===== src/source/mmu_pkg.sv =====
package mmu_pkg;

  typedef logic [31:0] addr_t;                        // Byte address
  typedef addr_t       word_t;                        // Register data word

  localparam int NUM_CBR     = 3;                     // Compression regions
  localparam int CBR_TAG_LSB = 11;                    // 2 KB granule
  localparam int CBR_TAG_W   = 32 - CBR_TAG_LSB;      // Tag is addr[31:11]
  localparam int IDR_TAG_LSB = 6;                     // 64 byte granule
  localparam int IDR_TAG_W   = 32 - IDR_TAG_LSB;      // Tag is addr[31:6]

  // Register index, taken from addr[5:2]
  localparam logic [3:0] REG_ID    = 4'd0;
  localparam logic [3:0] REG_CTRL  = 4'd1;
  localparam logic [3:0] REG_CBR0  = 4'd2;
  localparam logic [3:0] REG_CBR1  = 4'd3;
  localparam logic [3:0] REG_CBR2  = 4'd4;
  localparam logic [3:0] REG_IDR   = 4'd5;
  localparam logic [3:0] REG_FAULT = 4'd14;

  localparam word_t ID_VALUE  = 32'hED01_9ED0;        // Read-only ID
  localparam word_t CFG_RESET = '0;                   // All config regs clear

  localparam int CTRL_BIG_END = 7;                    // Big endian select
  localparam int CTRL_CBR0_EN = 13;
  localparam int CTRL_CBR1_EN = 14;
  localparam int CTRL_CBR2_EN = 15;
  localparam int CTRL_IDRR_EN = 16;                   // Decomp routine enable

  localparam logic [1:0] RESP_OKAY   = 2'b00;
  localparam logic [1:0] RESP_SLVERR = 2'b10;

  localparam int LINE_WORDS   = 8;                    // Words per cache line
  localparam int FILL_LATENCY = 1;                    // Memory latency, cycles
  localparam int FILL_PENALTY = FILL_LATENCY + LINE_WORDS;
  localparam int COUNT_W      = 4;

  typedef struct packed {
    logic [CBR_TAG_W-1:0] tag;                        // Region base addr[31:11]
    logic [3:0]           size;                       // 0 = 2 KB .. 15 = 64 MB
  } region_t;

  typedef struct packed {
    logic [IDR_TAG_W-1:0] tag;                        // Routine base addr[31:6]
    logic [1:0]           size;                       // 0 = 64 B .. 3 = 512 B
  } idr_t;

  typedef struct packed {
    logic                      big_end;
    logic    [NUM_CBR-1:0]     cbr_en;
    logic                      idrr_en;
    region_t [NUM_CBR-1:0]     cbr;
    idr_t                      idr;
  } mmu_cfg_t;

  typedef struct packed {
    logic       aw_valid;
    addr_t      aw_addr;
    logic       w_valid;
    word_t      w_data;
    logic [3:0] w_strb;
    logic       b_ready;
    logic       ar_valid;
    addr_t      ar_addr;
    logic       r_ready;
  } axil_req_t;

  typedef struct packed {
    logic       aw_ready;
    logic       w_ready;
    logic       b_valid;
    logic [1:0] b_resp;
    logic       ar_ready;
    logic       r_valid;
    word_t      r_data;
    logic [1:0] r_resp;
  } axil_rsp_t;

endpackage

===== src/source/mmu_top.sv =====
`timescale 1ns/100ps

module mmu_top
  import mmu_pkg::*;
(
  input  logic      nGCLK,
  input  logic      nRESET,
  input  axil_req_t axil_req,                         // Register access
  output axil_rsp_t axil_rsp,
  input  logic      i_req,
  input  logic      d_req,
  input  addr_t     ia,
  input  addr_t     da,
  input  logic      imiss,
  input  logic      dmiss,
  input  logic      dwb,
  input  addr_t     imiss_addr,
  input  addr_t     dmiss_addr,
  output logic      big_end,                          // Core endianness
  output logic      iabort,
  output logic      dabort,
  output logic      use_mini,
  output logic      stall,
  output addr_t     mma,
  output logic      mm_wr_n,
  output logic      mm_new_line,
  output logic      ic_read_mmd,
  output logic      dc_read_mmd,
  output logic      drive_mmd
);

  mmu_cfg_t cfg;                                      // Decoded control regs
  logic     fault_valid;
  addr_t    fault_addr;

  assign big_end = cfg.big_end;

  cp15_regs i_cp15_regs (
    .nGCLK       (nGCLK),
    .nRESET      (nRESET),
    .axil_req    (axil_req),
    .axil_rsp    (axil_rsp),
    .fault_valid (fault_valid),
    .fault_addr  (fault_addr),
    .cfg         (cfg)
  );

  abort_unit i_abort_unit (
    .nGCLK       (nGCLK),
    .nRESET      (nRESET),
    .stall       (stall),
    .i_req       (i_req),
    .d_req       (d_req),
    .imiss       (imiss),
    .dmiss       (dmiss),
    .ia          (ia),
    .da          (da),
    .cfg         (cfg),
    .iabort      (iabort),
    .dabort      (dabort),
    .use_mini    (use_mini),
    .fault_valid (fault_valid),
    .fault_addr  (fault_addr)
  );

  line_fill i_line_fill (
    .nGCLK       (nGCLK),
    .nRESET      (nRESET),
    .imiss       (imiss),
    .dmiss       (dmiss),
    .dwb         (dwb),
    .imiss_addr  (imiss_addr),
    .dmiss_addr  (dmiss_addr),
    .iabort      (iabort),
    .dabort      (dabort),
    .stall       (stall),
    .mma         (mma),
    .mm_wr_n     (mm_wr_n),
    .mm_new_line (mm_new_line),
    .ic_read_mmd (ic_read_mmd),
    .dc_read_mmd (dc_read_mmd),
    .drive_mmd   (drive_mmd)
  );

endmodule


===== src/source/line_fill.sv =====
`timescale 1ns/100ps

module line_fill
  import mmu_pkg::*;
(
  input  logic  nGCLK,
  input  logic  nRESET,
  input  logic  imiss,                                // I-cache miss
  input  logic  dmiss,                                // D-cache miss
  input  logic  dwb,                                  // Dirty line write-back
  input  addr_t imiss_addr,
  input  addr_t dmiss_addr,
  input  logic  iabort,
  input  logic  dabort,
  output logic  stall,                                // Hold the core
  output addr_t mma,                                  // Main memory address
  output logic  mm_wr_n,                              // Low while writing back
  output logic  mm_new_line,                          // Start of line transfer
  output logic  ic_read_mmd,
  output logic  dc_read_mmd,
  output logic  drive_mmd                             // D-cache drives data out
);

  logic               go;                             // Miss being serviced
  logic               srv_d;                          // Serving D-cache side
  logic               dwb_q;                          // dwb one cycle late
  logic [COUNT_W-1:0] count;                          // Cycles into transfer
  logic [COUNT_W-1:0] next_count;
  logic [COUNT_W-1:0] penalty;                        // Last count of transfer
  logic               wb_window;                      // Write-back words out

  assign stall = (imiss & ~iabort) | (dmiss & ~dabort);

  // Write-back ends one latency after the last word
  assign penalty    = mm_wr_n ? COUNT_W'(FILL_PENALTY)
                              : COUNT_W'(LINE_WORDS - 1 + FILL_LATENCY);
  assign next_count = (count == penalty) ? '0 : count + 1'b1;
  assign wb_window  = dwb & go & (count < COUNT_W'(LINE_WORDS));

  always_ff @(posedge nGCLK or negedge nRESET)
  begin
    if (!nRESET)
    begin
      go      <= 1'b0;
      srv_d   <= 1'b0;
      dwb_q   <= 1'b0;
      count   <= '0;
      mm_wr_n <= 1'b1;
    end
    else
    begin
      go      <= stall;                               // Aborted misses never start
      srv_d   <= (dmiss & (count != penalty)) | dwb;
      dwb_q   <= dwb;
      mm_wr_n <= ~wb_window;
      if (stall & go)
        count <= next_count;
      else
        count <= '0;
    end
  end

  // Line base plus word offset from the counter
  assign mma = srv_d ? {dmiss_addr[31:5], count[2:0], 2'b00}
                     : {imiss_addr[31:5], count[2:0], 2'b00};

  // Data returns after the memory latency
  assign ic_read_mmd = (count > COUNT_W'(FILL_LATENCY)) & ~srv_d;
  assign dc_read_mmd = (count > COUNT_W'(FILL_LATENCY)) & srv_d & mm_wr_n & ~dwb_q;
  assign drive_mmd   = wb_window;

  // Read fill at count 0, or refill after write-back drains
  assign mm_new_line = (go & (count == '0) & mm_wr_n & ~dwb & (imiss | dmiss))
                     | (go & (count == COUNT_W'(LINE_WORDS)) & dwb & dmiss);

endmodule


===== src/source/abort_unit.sv =====
`timescale 1ns/100ps

module abort_unit
  import mmu_pkg::*;
(
  input  logic     nGCLK,
  input  logic     nRESET,
  input  logic     stall,                             // Hold latched addresses
  input  logic     i_req,                             // Fetch request
  input  logic     d_req,                             // Data request
  input  logic     imiss,
  input  logic     dmiss,
  input  addr_t    ia,
  input  addr_t    da,
  input  mmu_cfg_t cfg,
  output logic     iabort,                            // Prefetch abort
  output logic     dabort,                            // Data abort
  output logic     use_mini,                          // Non-cacheable fetch
  output logic     fault_valid,
  output addr_t    fault_addr
);

  logic [IDR_TAG_W-1:0] ia_q;                         // Fetch addr[31:6]
  addr_t                da_q;                         // Full data address
  addr_t                ia_line;                      // Fetch addr, low bits zero
  logic [NUM_CBR-1:0]   i_hit;
  logic [NUM_CBR-1:0]   d_hit;
  logic [IDR_TAG_W-1:0] idr_mask;
  logic                 idr_hit;

  // Address latches, frozen while stalled
  always_ff @(posedge nGCLK or negedge nRESET)
  begin
    if (!nRESET)
    begin
      ia_q <= '0;
      da_q <= '0;
    end
    else if (!stall)
    begin
      if (i_req)
        ia_q <= ia[31:IDR_TAG_LSB];
      if (d_req)
        da_q <= da;
    end
  end

  assign ia_line = {ia_q, {IDR_TAG_LSB{1'b0}}};

  region_match i_inst_match (
    .addr    (ia_line),
    .regions (cfg.cbr),
    .hit     (i_hit)
  );

  region_match i_data_match (
    .addr    (da_q),
    .regions (cfg.cbr),
    .hit     (d_hit)
  );

  // Abort only a miss inside an enabled region
  assign iabort = imiss & |(i_hit & cfg.cbr_en);
  assign dabort = dmiss & |(d_hit & cfg.cbr_en);

  // Decompression routine compare at 64 B granule
  assign idr_mask = (IDR_TAG_W'(1) << cfg.idr.size) - IDR_TAG_W'(1);
  assign idr_hit  = ~|((ia_q ^ cfg.idr.tag) & ~idr_mask);
  assign use_mini = idr_hit & cfg.idrr_en;

  assign fault_valid = dabort;                        // Captured in FAULT reg
  assign fault_addr  = da_q;

endmodule


===== src/source/cp15_regs.sv =====
`timescale 1ns/100ps

module cp15_regs
  import mmu_pkg::*;
(
  input  logic      nGCLK,
  input  logic      nRESET,
  input  axil_req_t axil_req,
  output axil_rsp_t axil_rsp,
  input  logic      fault_valid,                      // Data abort this cycle
  input  addr_t     fault_addr,
  output mmu_cfg_t  cfg
);

  logic [3:0] wr_idx;                                 // Write register index
  logic [3:0] rd_idx;                                 // Read register index
  logic       wr_accept;                              // AW and W handshake
  logic       rd_accept;                              // AR handshake
  logic       b_valid_q;
  logic       r_valid_q;
  logic [1:0] b_resp_q;
  logic [1:0] r_resp_q;
  word_t      r_data_q;
  word_t      rd_word;                                // Read mux output
  word_t      ctrl_q;
  word_t      cbr_q [NUM_CBR];                        // Compression regions
  word_t      idr_q;
  word_t      fault_q;                                // Data fault address

  function automatic logic reg_mapped(input logic [3:0] idx);
    return idx inside {REG_ID, REG_CTRL, REG_CBR0, REG_CBR1, REG_CBR2,
                       REG_IDR, REG_FAULT};
  endfunction

  assign wr_idx    = axil_req.aw_addr[5:2];
  assign rd_idx    = axil_req.ar_addr[5:2];
  // Pending response holds off its own channel only
  assign wr_accept = axil_req.aw_valid & axil_req.w_valid & ~b_valid_q;
  assign rd_accept = axil_req.ar_valid & ~r_valid_q;

  // Register bank, full word writes
  always_ff @(posedge nGCLK or negedge nRESET)
  begin
    if (!nRESET)
    begin
      ctrl_q   <= CFG_RESET;
      cbr_q[0] <= CFG_RESET;
      cbr_q[1] <= CFG_RESET;
      cbr_q[2] <= CFG_RESET;
      idr_q    <= CFG_RESET;
      fault_q  <= CFG_RESET;
    end
    else
    begin
      if (wr_accept)
      begin
        case (wr_idx)
          REG_CTRL: ctrl_q   <= axil_req.w_data;
          REG_CBR0: cbr_q[0] <= axil_req.w_data;
          REG_CBR1: cbr_q[1] <= axil_req.w_data;
          REG_CBR2: cbr_q[2] <= axil_req.w_data;
          REG_IDR:  idr_q    <= axil_req.w_data;
          default:  ;                                 // ID and FAULT read-only
        endcase
      end
      if (fault_valid)
        fault_q <= fault_addr;                        // Capture aborting address
    end
  end

  always_comb
  begin
    case (rd_idx)
      REG_ID:    rd_word = ID_VALUE;
      REG_CTRL:  rd_word = ctrl_q;
      REG_CBR0:  rd_word = cbr_q[0];
      REG_CBR1:  rd_word = cbr_q[1];
      REG_CBR2:  rd_word = cbr_q[2];
      REG_IDR:   rd_word = idr_q;
      REG_FAULT: rd_word = fault_q;
      default:   rd_word = '0;                        // Unmapped reads zero
    endcase
  end

  // Response valid flags
  always_ff @(posedge nGCLK or negedge nRESET)
  begin
    if (!nRESET)
    begin
      b_valid_q <= 1'b0;
      r_valid_q <= 1'b0;
    end
    else
    begin
      if (wr_accept)
        b_valid_q <= 1'b1;
      else if (axil_req.b_ready)
        b_valid_q <= 1'b0;
      if (rd_accept)
        r_valid_q <= 1'b1;
      else if (axil_req.r_ready)
        r_valid_q <= 1'b0;
    end
  end

  // Response payload captured at each handshake
  always_ff @(posedge nGCLK)
  begin
    if (wr_accept)
      b_resp_q <= reg_mapped(wr_idx) ? RESP_OKAY : RESP_SLVERR;
    if (rd_accept)
    begin
      r_data_q <= rd_word;
      r_resp_q <= reg_mapped(rd_idx) ? RESP_OKAY : RESP_SLVERR;
    end
  end

  always_comb
  begin
    axil_rsp.aw_ready = wr_accept;                    // One cycle pulse
    axil_rsp.w_ready  = wr_accept;
    axil_rsp.b_valid  = b_valid_q;
    axil_rsp.b_resp   = b_resp_q;
    axil_rsp.ar_ready = rd_accept;
    axil_rsp.r_valid  = r_valid_q;
    axil_rsp.r_data   = r_data_q;
    axil_rsp.r_resp   = r_resp_q;
  end

  // Decoded configuration fields
  always_comb
  begin
    cfg.big_end   = ctrl_q[CTRL_BIG_END];
    cfg.cbr_en    = {ctrl_q[CTRL_CBR2_EN], ctrl_q[CTRL_CBR1_EN], ctrl_q[CTRL_CBR0_EN]};
    cfg.idrr_en   = ctrl_q[CTRL_IDRR_EN];
    for (int i = 0; i < NUM_CBR; i++)
    begin
      cfg.cbr[i].tag  = cbr_q[i][31:CBR_TAG_LSB];
      cfg.cbr[i].size = cbr_q[i][3:0];
    end
    cfg.idr.tag   = idr_q[31:IDR_TAG_LSB];
    cfg.idr.size  = idr_q[1:0];
  end

endmodule


===== src/source/region_match.sv =====
`timescale 1ns/100ps

module region_match
  import mmu_pkg::*;
(
  input  addr_t                  addr,                // Address under test
  input  region_t [NUM_CBR-1:0]  regions,
  output logic    [NUM_CBR-1:0]  hit                  // Per region, no enable
);

  logic [CBR_TAG_W-1:0] addr_tag;                     // addr[31:11]
  logic [CBR_TAG_W-1:0] mask [NUM_CBR];               // Low tag bits ignored
  logic [CBR_TAG_W-1:0] diff [NUM_CBR];               // Tag mismatch bits

  assign addr_tag = addr[31:CBR_TAG_LSB];

  always_comb
  begin
    for (int i = 0; i < NUM_CBR; i++)
    begin
      // Size code n ignores the n lowest tag bits
      mask[i] = (CBR_TAG_W'(1) << regions[i].size) - CBR_TAG_W'(1);
      diff[i] = addr_tag ^ regions[i].tag;
      hit[i]  = ~|(diff[i] & ~mask[i]);               // Match above the mask
    end
  end

endmodule


===== config.mk =====
export PLATFORM = sky130hd
export DESIGN_NAME = mmu_top
export DESIGN_NICKNAME = d
export VERILOG_FILES = /design/src/source/mmu_pkg.sv /design/src/source/mmu_top.sv /design/src/source/line_fill.sv /design/src/source/abort_unit.sv /design/src/source/cp15_regs.sv /design/src/source/region_match.sv
export SDC_FILE = /design/constraint.sdc
export NUM_CORES = 1
export LEC_CHECK = 0
export ABC_AREA = 1
export BUFFER_PORTS_ARGS = -buffer_cell sky130_fd_sc_hd__buf_2
export CAP_MARGIN = 20
export CELL_PAD_IN_SITES_DETAIL_PLACEMENT = 1
export CELL_PAD_IN_SITES_GLOBAL_PLACEMENT = 2
export CORE_ASPECT_RATIO = 0.75
export CORE_MARGIN = 4
export CORE_UTILIZATION = 32
export CTS_CLUSTER_DIAMETER = 200
export DETAILED_ROUTE_END_ITERATION = 6
export PLACE_DENSITY = 0.84
export SETUP_SLACK_MARGIN = 0.4
export SKIP_LAST_GASP = 1
export SLEW_MARGIN = 20
export SYNTH_ARGS = -nofsm -noshare
export SYNTH_HDL_FRONTEND = slang
export SYNTH_SLANG_ARGS = --single-unit

===== constraint.sdc =====
create_clock -name nGCLK -period 2.8 [get_ports nGCLK]
set_clock_uncertainty 0.1 [all_clocks]
set_input_delay 0 -clock nGCLK [delete_from_list [all_inputs] [get_ports nGCLK]]
set_output_delay 0 -clock nGCLK [all_outputs]
set_load 0.03 [all_outputs]

==> run metrics, run 1 <==
Post-synth top cells=738 x nand2_1, 259 x dfrtp_1, 196 x o21ai_0; status=complete, but fails checks; CTS Buffer Depth=3; layout cells sized above 1=26.45%; Min-Delay Path Class=in -> async; #FFs+latches synth=294; layout net count=2709; violated checks=setup timing; DRC Markers=0; largest net degree at the start of global routing=80; Synth Cell Area=15960 um^2; Initial DRT Pass Iterations=5; chip width=265.9 um; CTS tree=yes; Port Buffers=242; DP Worst Slack=-0.005550 ns; Worst-Margin Slew=0.8690 ns; number of global-route vias before repair=17230; Die Area=53540 um^2; startpoint type of the worst setup path=flop; Worst Hold Slack=0.01358 ns; fillers=5854; hpwl dp=51290 um; Rows=70; sequential cell area fraction in the yosys report=47.18%; Yosys cell types=45; Synth area leaders=dfrtp_1 41%, nand2_1 17%, edfxtp_1 6.4%, o21ai_0 6.1%, inv_1 3.6%; antenna cells=0; Critical Path RT=3.13 ns; PD cells=691.0 nW/um^2; Sequential Area=7543 um^2; crit end category=flop; GR Overflow Total=0; Finished Core Util=45.41%; critical path class=reg -> reg; Max Fanout on Critical Path=9; Max-slew headroom=42.07%; first-pass GRT wire length=110900 um; Mean Syn Cell Area=7.787 um^2; antenna-violating nets left=0; worst path arrival time=3.25 ns; CTS H-tree depth=2; Die H=201.4 um; Clock Latency Late Sink=0.55 ns; number of max-cap violations=0; Layout area overhead=39.59%; share of the synthesized area in the top cell type=40.62%; area leader, netlist=dfrtp_1; Post-synth EDFFs=34; Reg2Reg Depth=16; 1st-iter DRT viols=1503; Tcrit/Tclk final=104.5%; core area=49050 um^2; CTS root buf=clkbuf_16; unrepaired setup endpoints after global routing=yes; Post-Synthesis Cells=2049; RD Place Congestion=0.9511; area of the multi-input gates=8024 um^2; main flop type after synthesis=dfrtp_1; Via-to-Cell Ratio=5.311; FF-to-FF Start=i_cp15_regs.cfg[30]; initial antenna violation count=0; Design Power=15.39 mW; Hold Violations, Final=0; Final WS setup=-0.1246 ns; drt wl/cell=23.94 um; Final Max Tran Viols=0; YS warnings=0; I/O pin total=323; count leader, synth=nand2_1; Overall Global Routing Usage=27.37%; Final min period=2.925 ns; Worst-path clk slew=0.07 ns; reg2reg end=i_abort_unit.fault_addr[4]; Initial Util=32.53%; endpoints failing setup=60; Routed WL=75060 um; Max rail drop VDD=0.3388 mV; Async SR Flop Fraction=88.44%; reg-to-reg slack, setup=-0.12 ns; FMAX=341.9 MHz; via count=16660; Num CTS Buffers=35; clock sink count=294; Lkg Pwr=10.86 nW
## per-stage QoR
| stage | cell area, um^2 | std cells | TNS [ns] |
|---|---|---|---|
| 3_5_place_dp | 18250 | 2910 | -0.01176 |
| 5_1_grt | 22270 | 3136 | -14.02 |
| 3_3_place_gp | 18250 | 2910 | 0 |
| 4_1_cts | 21730 | 3128 | -4.489 |
| 6_report | 22270 | 3136 | -4.595 |
| 2_1_floorplan | 15990 | 2052 | 0 |
## power breakdown
group          switching [mW]  internal, mW
sequential              0.896          4.94
combinational            2.76          1.78
clock                    2.01          3.00
## worst max-delay path by stage
stage                             start                     endpoint  slack, ns  cells after the start
finish              i_cp15_regs.cfg[30]   i_abort_unit.fault_addr[4]      -0.12                     16
floorplan           i_cp15_regs.cfg[55]        i_abort_unit.ia_q[10]       0.42                     19
global route        i_cp15_regs.cfg[78]  i_abort_unit.fault_addr[17]      -0.26                     19
detailed placement  i_cp15_regs.cfg[56]       i_cp15_regs.fault_q[9]     -0.006                     20
CTS                 i_cp15_regs.cfg[79]                       iabort      -0.14                     18
global placement    i_cp15_regs.cfg[56]  i_abort_unit.fault_addr[23]       0.01                     18
## cells in the final DEF (no fill, tap or decap), types with 7 or more instances in the layout
cell type / count
o22ai_1: 18
dlygate4sd3_1: 109
clkbuf_16: 37
buf_12: 19
buf_4: 91
inv_2: 11
nand3_2: 12
o21ai_0: 193
buf_2: 237
buf_6: 19
a221oi_1: 36
dfrtp_2: 12
nand2_2: 71
nand3_1: 95
nand2_1: 635
a21oi_1: 27
o21ai_2: 8
buf_16: 15
nor2_4: 8
xnor2_1: 29
o21ai_1: 8
nand2_4: 36
nor2_1: 73
xor2_1: 54
nor2_2: 21
inv_1: 144
dfrtp_1: 247
nand4_1: 76
o2111ai_1: 7
nand3b_1: 7
edfxtp_1: 34
a32o_1: 8
## kinds of logic (layout without fill, tap and decap cells)
logic type / count (synthesis) / count (layout) / synth area share [%]
buf+inv: 280 / 716 / 7.535
fa+ha+maj: 8 / 8 / 0.6273
flops: 294 / 294 / 47.18
simple gates: 1058 / 1058 / 28.10
compound gates: 324 / 324 / 11.92
xor+xnor: 84 / 84 / 4.611
other cells: 1 / 4 / 0.02350
## sequential cells by signal, indices dropped and copies added, names as in the netlist, 21 cells and up
register,cells
i_abort_unit.fault_addr,32
i_abort_unit.ia_q,26
i_cp15_regs.cbr_q,21
i_cp15_regs.cfg,75
i_cp15_regs.ctrl_q,32
i_cp15_regs.fault_q,32
i_cp15_regs.idr_q,32
i_cp15_regs.r_data_q,32
## final cells by class
cell class              instances  share of cell area (%)
multi-input cells            1478                   36.02
flip-flops and latches        294                   33.87
repair buffers                494                   18.16
clock buffers                  43                   4.438
well taps                     648                   3.640
inverters                     158                   2.696
clock inverters                21                   1.174
## worst max-delay path: stages (launching register included)
cell,delay [ns]
dfrtp_2,0.41
buf_4,0.22
nand3_1,0.24
nand3_2,0.19
nand3_1,0.15
nor2_2,0.19
nand3_1,0.11
nor2_1,0.09
nand2_1,0.13
nand3_4,0.14
buf_6,0.11
buf_12,0.11
nand3_4,0.13
buf_6,0.19
buf_12,0.14
nand2_1,0.07
nand2_1,0.05
## layer usage
| metal | track usage (%) | vias to the layer above | wire length (um) |
|---|---|---|---|
| li1 | - | 7538 | - |
| met1 | 39.56 | 8434 | 33930 |
| met2 | 42.28 | 585 | 33380 |
| met3 | 5.844 | 99 | 6071 |
| met4 | 6.096 | 0 | 1679 |
| met5 | 0 | - | 0 |
## timing repair
| item | in CTS | in global routing |
|---|---|---|
| setup buffers | 29 | 8 |
| setup endpoints to repair | 99 | 99 |
| gates resized for setup | 138 | 150 |
| hold buffers | 110 | 0 |
| hold endpoints to repair | 523 | 0 |
| pin swaps | 30 | 49 |
| cloned | 15 | 0 |
Note: power is estimated with default switching activity, not from simulation.
==> run 2, diff against run 1 <==
--- a/config.mk
+++ b/config.mk
@@ -8,14 +8,12 @@
 export ABC_AREA = 1
 export BUFFER_PORTS_ARGS = -buffer_cell sky130_fd_sc_hd__buf_2
 export CAP_MARGIN = 20
-export CELL_PAD_IN_SITES_DETAIL_PLACEMENT = 1
-export CELL_PAD_IN_SITES_GLOBAL_PLACEMENT = 2
 export CORE_ASPECT_RATIO = 0.75
 export CORE_MARGIN = 4
-export CORE_UTILIZATION = 32
+export CORE_UTILIZATION = 41
 export CTS_CLUSTER_DIAMETER = 200
 export DETAILED_ROUTE_END_ITERATION = 6
-export PLACE_DENSITY = 0.84
+export PLACE_DENSITY = 0.65
 export SETUP_SLACK_MARGIN = 0.4
 export SKIP_LAST_GASP = 1
 export SLEW_MARGIN = 20
==> run 2 against run 1 <==
Effect of this change:
- the run still ends with setup timing left
- combinational power decreased by 2%
- sequential power hardly changed
- routed wire length fell by 10%
- utilization up 12 points
- clock-buffer cell count increased by 2
- final cell count is 4.2% lower
- fmax up 0.93%
==> run metrics, run 2 (same netlist as run 1, synthesis figures left out) <==
Final Max Tran Viols=0; unrepaired setup endpoints after global routing=yes; Finished Core Util=56.92%; slowest CP cell=dfrtp_1; critical path class=reg -> reg; max reg flops=75; Max rail drop VDD=0.4930 mV; Design Power=14.33 mW; crit end category=flop; Tcrit/Tclk final=103.5%; CTS H-tree depth=1; Final Cell Area=21810 um^2; Worst-path clk slew=0.07 ns; dpl cells=2774; Die Area=42170 um^2; Port Buffers=242; Max-slew headroom=44.77%; PD cells=657.1 nW/um^2; Die H=178.8 um; Rows=62; drt wl/cell=22.36 um; FMAX=345.1 MHz; core area=38320 um^2; CP most frequent cell=nand2_1; Layout area overhead=36.69%; worst path arrival time=3.28 ns; largest net degree at the start of global routing=71; Finished Layout Cells=3004; most frequent cells in the layout=649 x nand2_1, 241 x dfrtp_1, 237 x buf_2, 194 x o21ai_0, 143 x inv_1; clock sink count=294; CTS Buffer Depth=3; number of global-route vias before repair=15710; Final min period=2.898 ns; Lkg Pwr=10.71 nW; Routed WL=67180 um; CTS tree=yes; via count=16470; DP Worst Slack=0.02860 ns; Worst Hold Slack=0.04318 ns; Max Fanout on Critical Path=7; Initial DRT Pass Iterations=6; DRC Markers=0; hpwl dp=45440 um; Num CTS Buffers=29; status=complete, but fails checks; fillers=3472; Placement Cell Area=18010 um^2; first-pass GRT wire length=98860 um; layout cells sized above 1=25.29%; CTS root buf=clkbuf_16; antenna-violating nets left=0; Overall Global Routing Usage=30.88%; Final WS setup=-0.09772 ns; 1st-iter DRT viols=1812; Initial Util=41.64%; I/O pin total=323; Clock Latency Late Sink=0.60 ns; Min-Delay Path Class=in -> reg; Setup TNS=-3.013 ns; max incr delay on CP=0.42 ns; Critical Path RT=3.18 ns; Hold Violations, Final=0; Sequential Area=7551 um^2; area of the multi-input gates=7891 um^2; violated checks=setup timing; commonest non-fill, non-tap cell in the layout=nand2_1; Via-to-Cell Ratio=5.482; endpoints failing setup=59; RD Place Congestion=1.047; startpoint type of the worst setup path=flop; Worst-Margin Slew=0.8275 ns; GR Overflow Total=0; chip width=235.8 um; initial antenna violation count=1; crit path cell chain=nor2_2, nand2_2, ha_4, inv_4, buf_4, nand4_1, nand3_2, nand2_1, nor2_2, nand2_1, nor2_1, buf_4, nor2_4, nand3_4, buf_8, buf_6, nand3_4, buf_6, buf_16, nand2_2, nand2_1; number of max-cap violations=0; layout net count=2716
[run 2: changes by cell type in the layout (fill, tap and decap cells not counted), moves of 5 or more]
cell	previous run	this run
buf_4	91	97
buf_6	19	25
clkbuf_1	2	12
clkbuf_16	37	29
dfrtp_1	247	241
dfrtp_2	12	18
nand2_1	635	649
nand2_2	71	63
nand3_1	95	100
[run 2: worst max-delay path: cells and delay by family (launching register included)]
family / cells / cell delay (ns)
fa+ha+maj: 1 / 0.19
flops: 1 / 0.42
buf+inv: 7 / 0.87
simple gates: 13 / 1.23
[run 2: final timing paths]
path | start | endpoint | slack (ns) | cells after the start
setup / recovery | i_cp15_regs.cfg[79] | i_abort_unit.ia_q[1] | -0.1 | 21
hold / removal | dmiss | i_abort_unit.ia_q[22] | 0.04 | 6
setup reg to reg | i_cp15_regs.cfg[79] | i_abort_unit.ia_q[1] | -0.1 | 21
hold reg to reg | i_cp15_regs.fault_q[1] | i_cp15_regs.fault_q[1] | 0.38 | 2
max in group asynchronous | nRESET | i_cp15_regs.ctrl_q[15] | 1.39 | 4
min in group asynchronous | nRESET | i_cp15_regs.cfg[77] | 0.40 | 3
[run 2: layout make-up]
| cell class | instances | area share [%] |
|---|---|---|
| Antenna cell | 1 | 0.01147 |
| Tap cell | 512 | 2.937 |
| Multi-Input combinational cell | 1478 | 36.18 |
| Clock buffer | 45 | 3.786 |
| Sequential cell | 294 | 34.62 |
| Clock inverter | 9 | 0.6253 |
| Inverter | 158 | 2.754 |
| Timing Repair Buffer | 507 | 19.09 |
[run 2: routing by layer]
metal / share of wire [%] / global-route usage, %
met5: 0 / 0
met4: 2.8 / 7.068
met3: 9.9 / 6.551
met2: 43 / 47.14
met1: 44 / 45.43
[run 2: timing repair]
action	in CTS	in global routing
setup buffers	43	6
hold endpoints to repair	500	0
cloned	16	0
resized for setup	168	91
setup endpoints to repair	99	100
hold buffers	110	0
pin swaps	59	42
[run 2: where the power goes]
part / leakage, nW / internal [mW] / switching [mW] / total (mW)
registers: 3.71 / 4.94 / 0.893 / 5.83
clock network: 0.466 / 2.31 / 1.75 / 4.06
logic: 6.54 / 1.82 / 2.62 / 4.44
==> run 3, diff against run 2 <==
--- a/config.mk
+++ b/config.mk
@@ -14,6 +14,7 @@
 export CTS_CLUSTER_DIAMETER = 200
 export DETAILED_ROUTE_END_ITERATION = 6
 export PLACE_DENSITY = 0.65
+export REMOVE_ABC_BUFFERS = 1
 export SETUP_SLACK_MARGIN = 0.4
 export SKIP_LAST_GASP = 1
 export SLEW_MARGIN = 20
==> run 3 against run 2 <==
Effect of this change:
- the run ends with hold timing, setup timing left
- largest power group unchanged
- via count fell by 1.8%
- highest routed layer unchanged
- cell area shrank 1.4%
- hold slack lost 0.050 ns
- sequential share of layout area is 0.45 points higher
- critical path depth decreased by 4
- sequential power down 3%
==> run metrics, run 3 (same netlist as run 1, synthesis figures left out) <==
status=complete, but fails checks; violated checks=hold timing, setup timing; chip width=235.8 um; Max Fanout on Critical Path=6; CTS root buf=clkbuf_16; Critical Path Start=i_cp15_regs.cfg[31]; Finished Layout Cells=2971; largest net degree at the start of global routing=81; Internal=9.289 mW; number of global-route vias before repair=15280; Hold Violations, Final=1; Die Area=42170 um^2; FF-to-FF Start=i_cp15_regs.cfg[78]; Worst-Margin Slew=0.8553 ns; Placement Cell Area=18060 um^2; antenna cells=0; Sw Share=35.80%; max incr delay on CP=0.44 ns; Initial Util=41.64%; Die H=178.8 um; CTS H-tree depth=1; crit end category=output pin; CP most frequent cell=nand2_1; Tcrit/Tclk final=104.4%; Worst Hold Slack=-0.006595 ns; Routed WL=61840 um; critical path class=reg -> out; RD Place Congestion=1.011; startpoint type of the worst setup path=flop; Max rail drop VDD=0.5587 mV; hpwl dp=41620 um; Min-Delay Path Class=in -> reg; Layout area overhead=34.75%; Worst Hold Launch=dmiss; unrepaired setup endpoints after global routing=yes; Via-to-Cell Ratio=5.443; antenna-violating nets left=0; Lkg Pwr=10.55 nW; Clk network pwr share=31.2%; Final WS setup=-0.1231 ns; PD cells=672.9 nW/um^2; DP Worst Slack=-0.1711 ns; switching pwr=5.179 mW; 1st-iter DRT viols=1699; Worst-path clk slew=0.07 ns; CTS tree=yes; max reg flops=75; Critical Path RT=2.70 ns; Design Power=14.47 mW; Num CTS Buffers=30; Final Max Tran Viols=0; first-pass GRT wire length=91400 um; most frequent cells in the layout=647 x nand2_1, 249 x dfrtp_1, 237 x buf_2, 190 x o21ai_0, 142 x inv_1; number of max-cap violations=0; endpoints failing setup=60; GR Overflow Total=0; Initial DRT Pass Iterations=5; layout cells sized above 1=24.48%; Clock Latency Late Sink=0.61 ns; slowest CP cell=dfrtp_2; worst path arrival time=2.82 ns; CTS Buffer Depth=3; core area=38320 um^2; I/O pin total=323; dpl cells=2768; Port Buffers=242; Overall Global Routing Usage=28.07%; Rows=62; FMAX=342.1 MHz; DRC Markers=0; Logic pwr share=29.6%; Final Cell Area=21500 um^2; layout net count=2683; sequential share of power=39.2%; Max-slew headroom=42.84%; via count=16170; commonest non-fill, non-tap cell in the layout=nand2_1; crit path cell chain=nor2_8, nand3_4, ha_4, buf_6, nand2_4, nand2_1, nand3_1, nand2_1, nor2_1, nand2_1, nor2_2, nor2_4, nand2_2, nand2_4, inv_4, buf_12, buf_8; clock sink count=294; initial antenna violation count=0; Final min period=2.923 ns; drt wl/cell=20.81 um
==> run 3: cell types whose count changed in the layout (fill, tap and decap cells not counted), sizes merged, moves of 3 or more <==
cell,delta
buf,-40
clkbuf,-5
clkinv,+4
dlygate4sd3,+4
bufinv,+3
inv,+3
==> run 3: cell type report <==
class | count | area [um^2]
Fill cell | 3495 | 16820
Multi-Input combinational cell | 1478 | 7861
Sequential cell | 294 | 7541
Timing Repair Buffer | 473 | 3746
Clock buffer | 37 | 817.0
Tap cell | 512 | 640.6
Inverter | 158 | 608.1
Clock inverter | 19 | 287.8
==> run 3: path summary, 6_finish.rpt <==
kind,endpoint,slack (ns),cells past startpoint
min reg2reg,i_cp15_regs.fault_q[8],0.37,2
max,dabort,-0.12,17
max in group asynchronous,i_abort_unit.ia_q[5],1.33,4
min in group asynchronous,i_cp15_regs.fault_q[14],0.45,3
max reg2reg,i_abort_unit.ia_q[20],-0.10,19
min,i_cp15_regs.fault_q[11],-0.007,7
==> run 3: power by group through the flow <==
stage               sequential [mW]  combinational, mW  clock [mW]
floorplan                      5.64               2.11           0
global placement               5.65               3.54           0
detailed placement             5.67               3.59           0
CTS                            5.62               4.05        4.58
global route                   5.74               4.70        4.75
finish                         5.67               4.28        4.52
==> run 3: per-layer routing <==
layer / track usage (%) / part of all wire, % / vias to the layer above
met5: 0 / 0 / -
met4: 7.092 / 2.6 / 0
met3: 6.766 / 9.4 / 105
met2: 43.13 / 44 / 734
met1: 40.22 / 44 / 7836
li1: - / - / 7496
==> run 3: timing repair <==
item                                   CTS  global route
pin swaps                               27            25
hold buffers                           113             1
setup endpoints to repair               99           107
buffers inserted                        20             6
gates cloned                             4             3
resized for setup                      133           111
endpoints found under the hold margin  508             1
==> run 3: worst max-delay path: cells and delay by family (launching register included) <==
family        cells  cell delay, ns
simple gates     12            1.13
flops             1            0.44
buf+inv           4            0.43
fa+ha+maj         1            0.19
==> run 3: stage by stage <==
| stage | TNS [ns] | utilization (%) |
|---|---|---|
| after floorplan | -18.35 | - |
| final | -3.284 | 56.11 |
| after global routing | -9.759 | 56.11 |
| after global placement | -4.958 | 47.13 |
| after CTS | -0.4139 | 54.86 |
| after detailed placement | -5.750 | 47.13 |
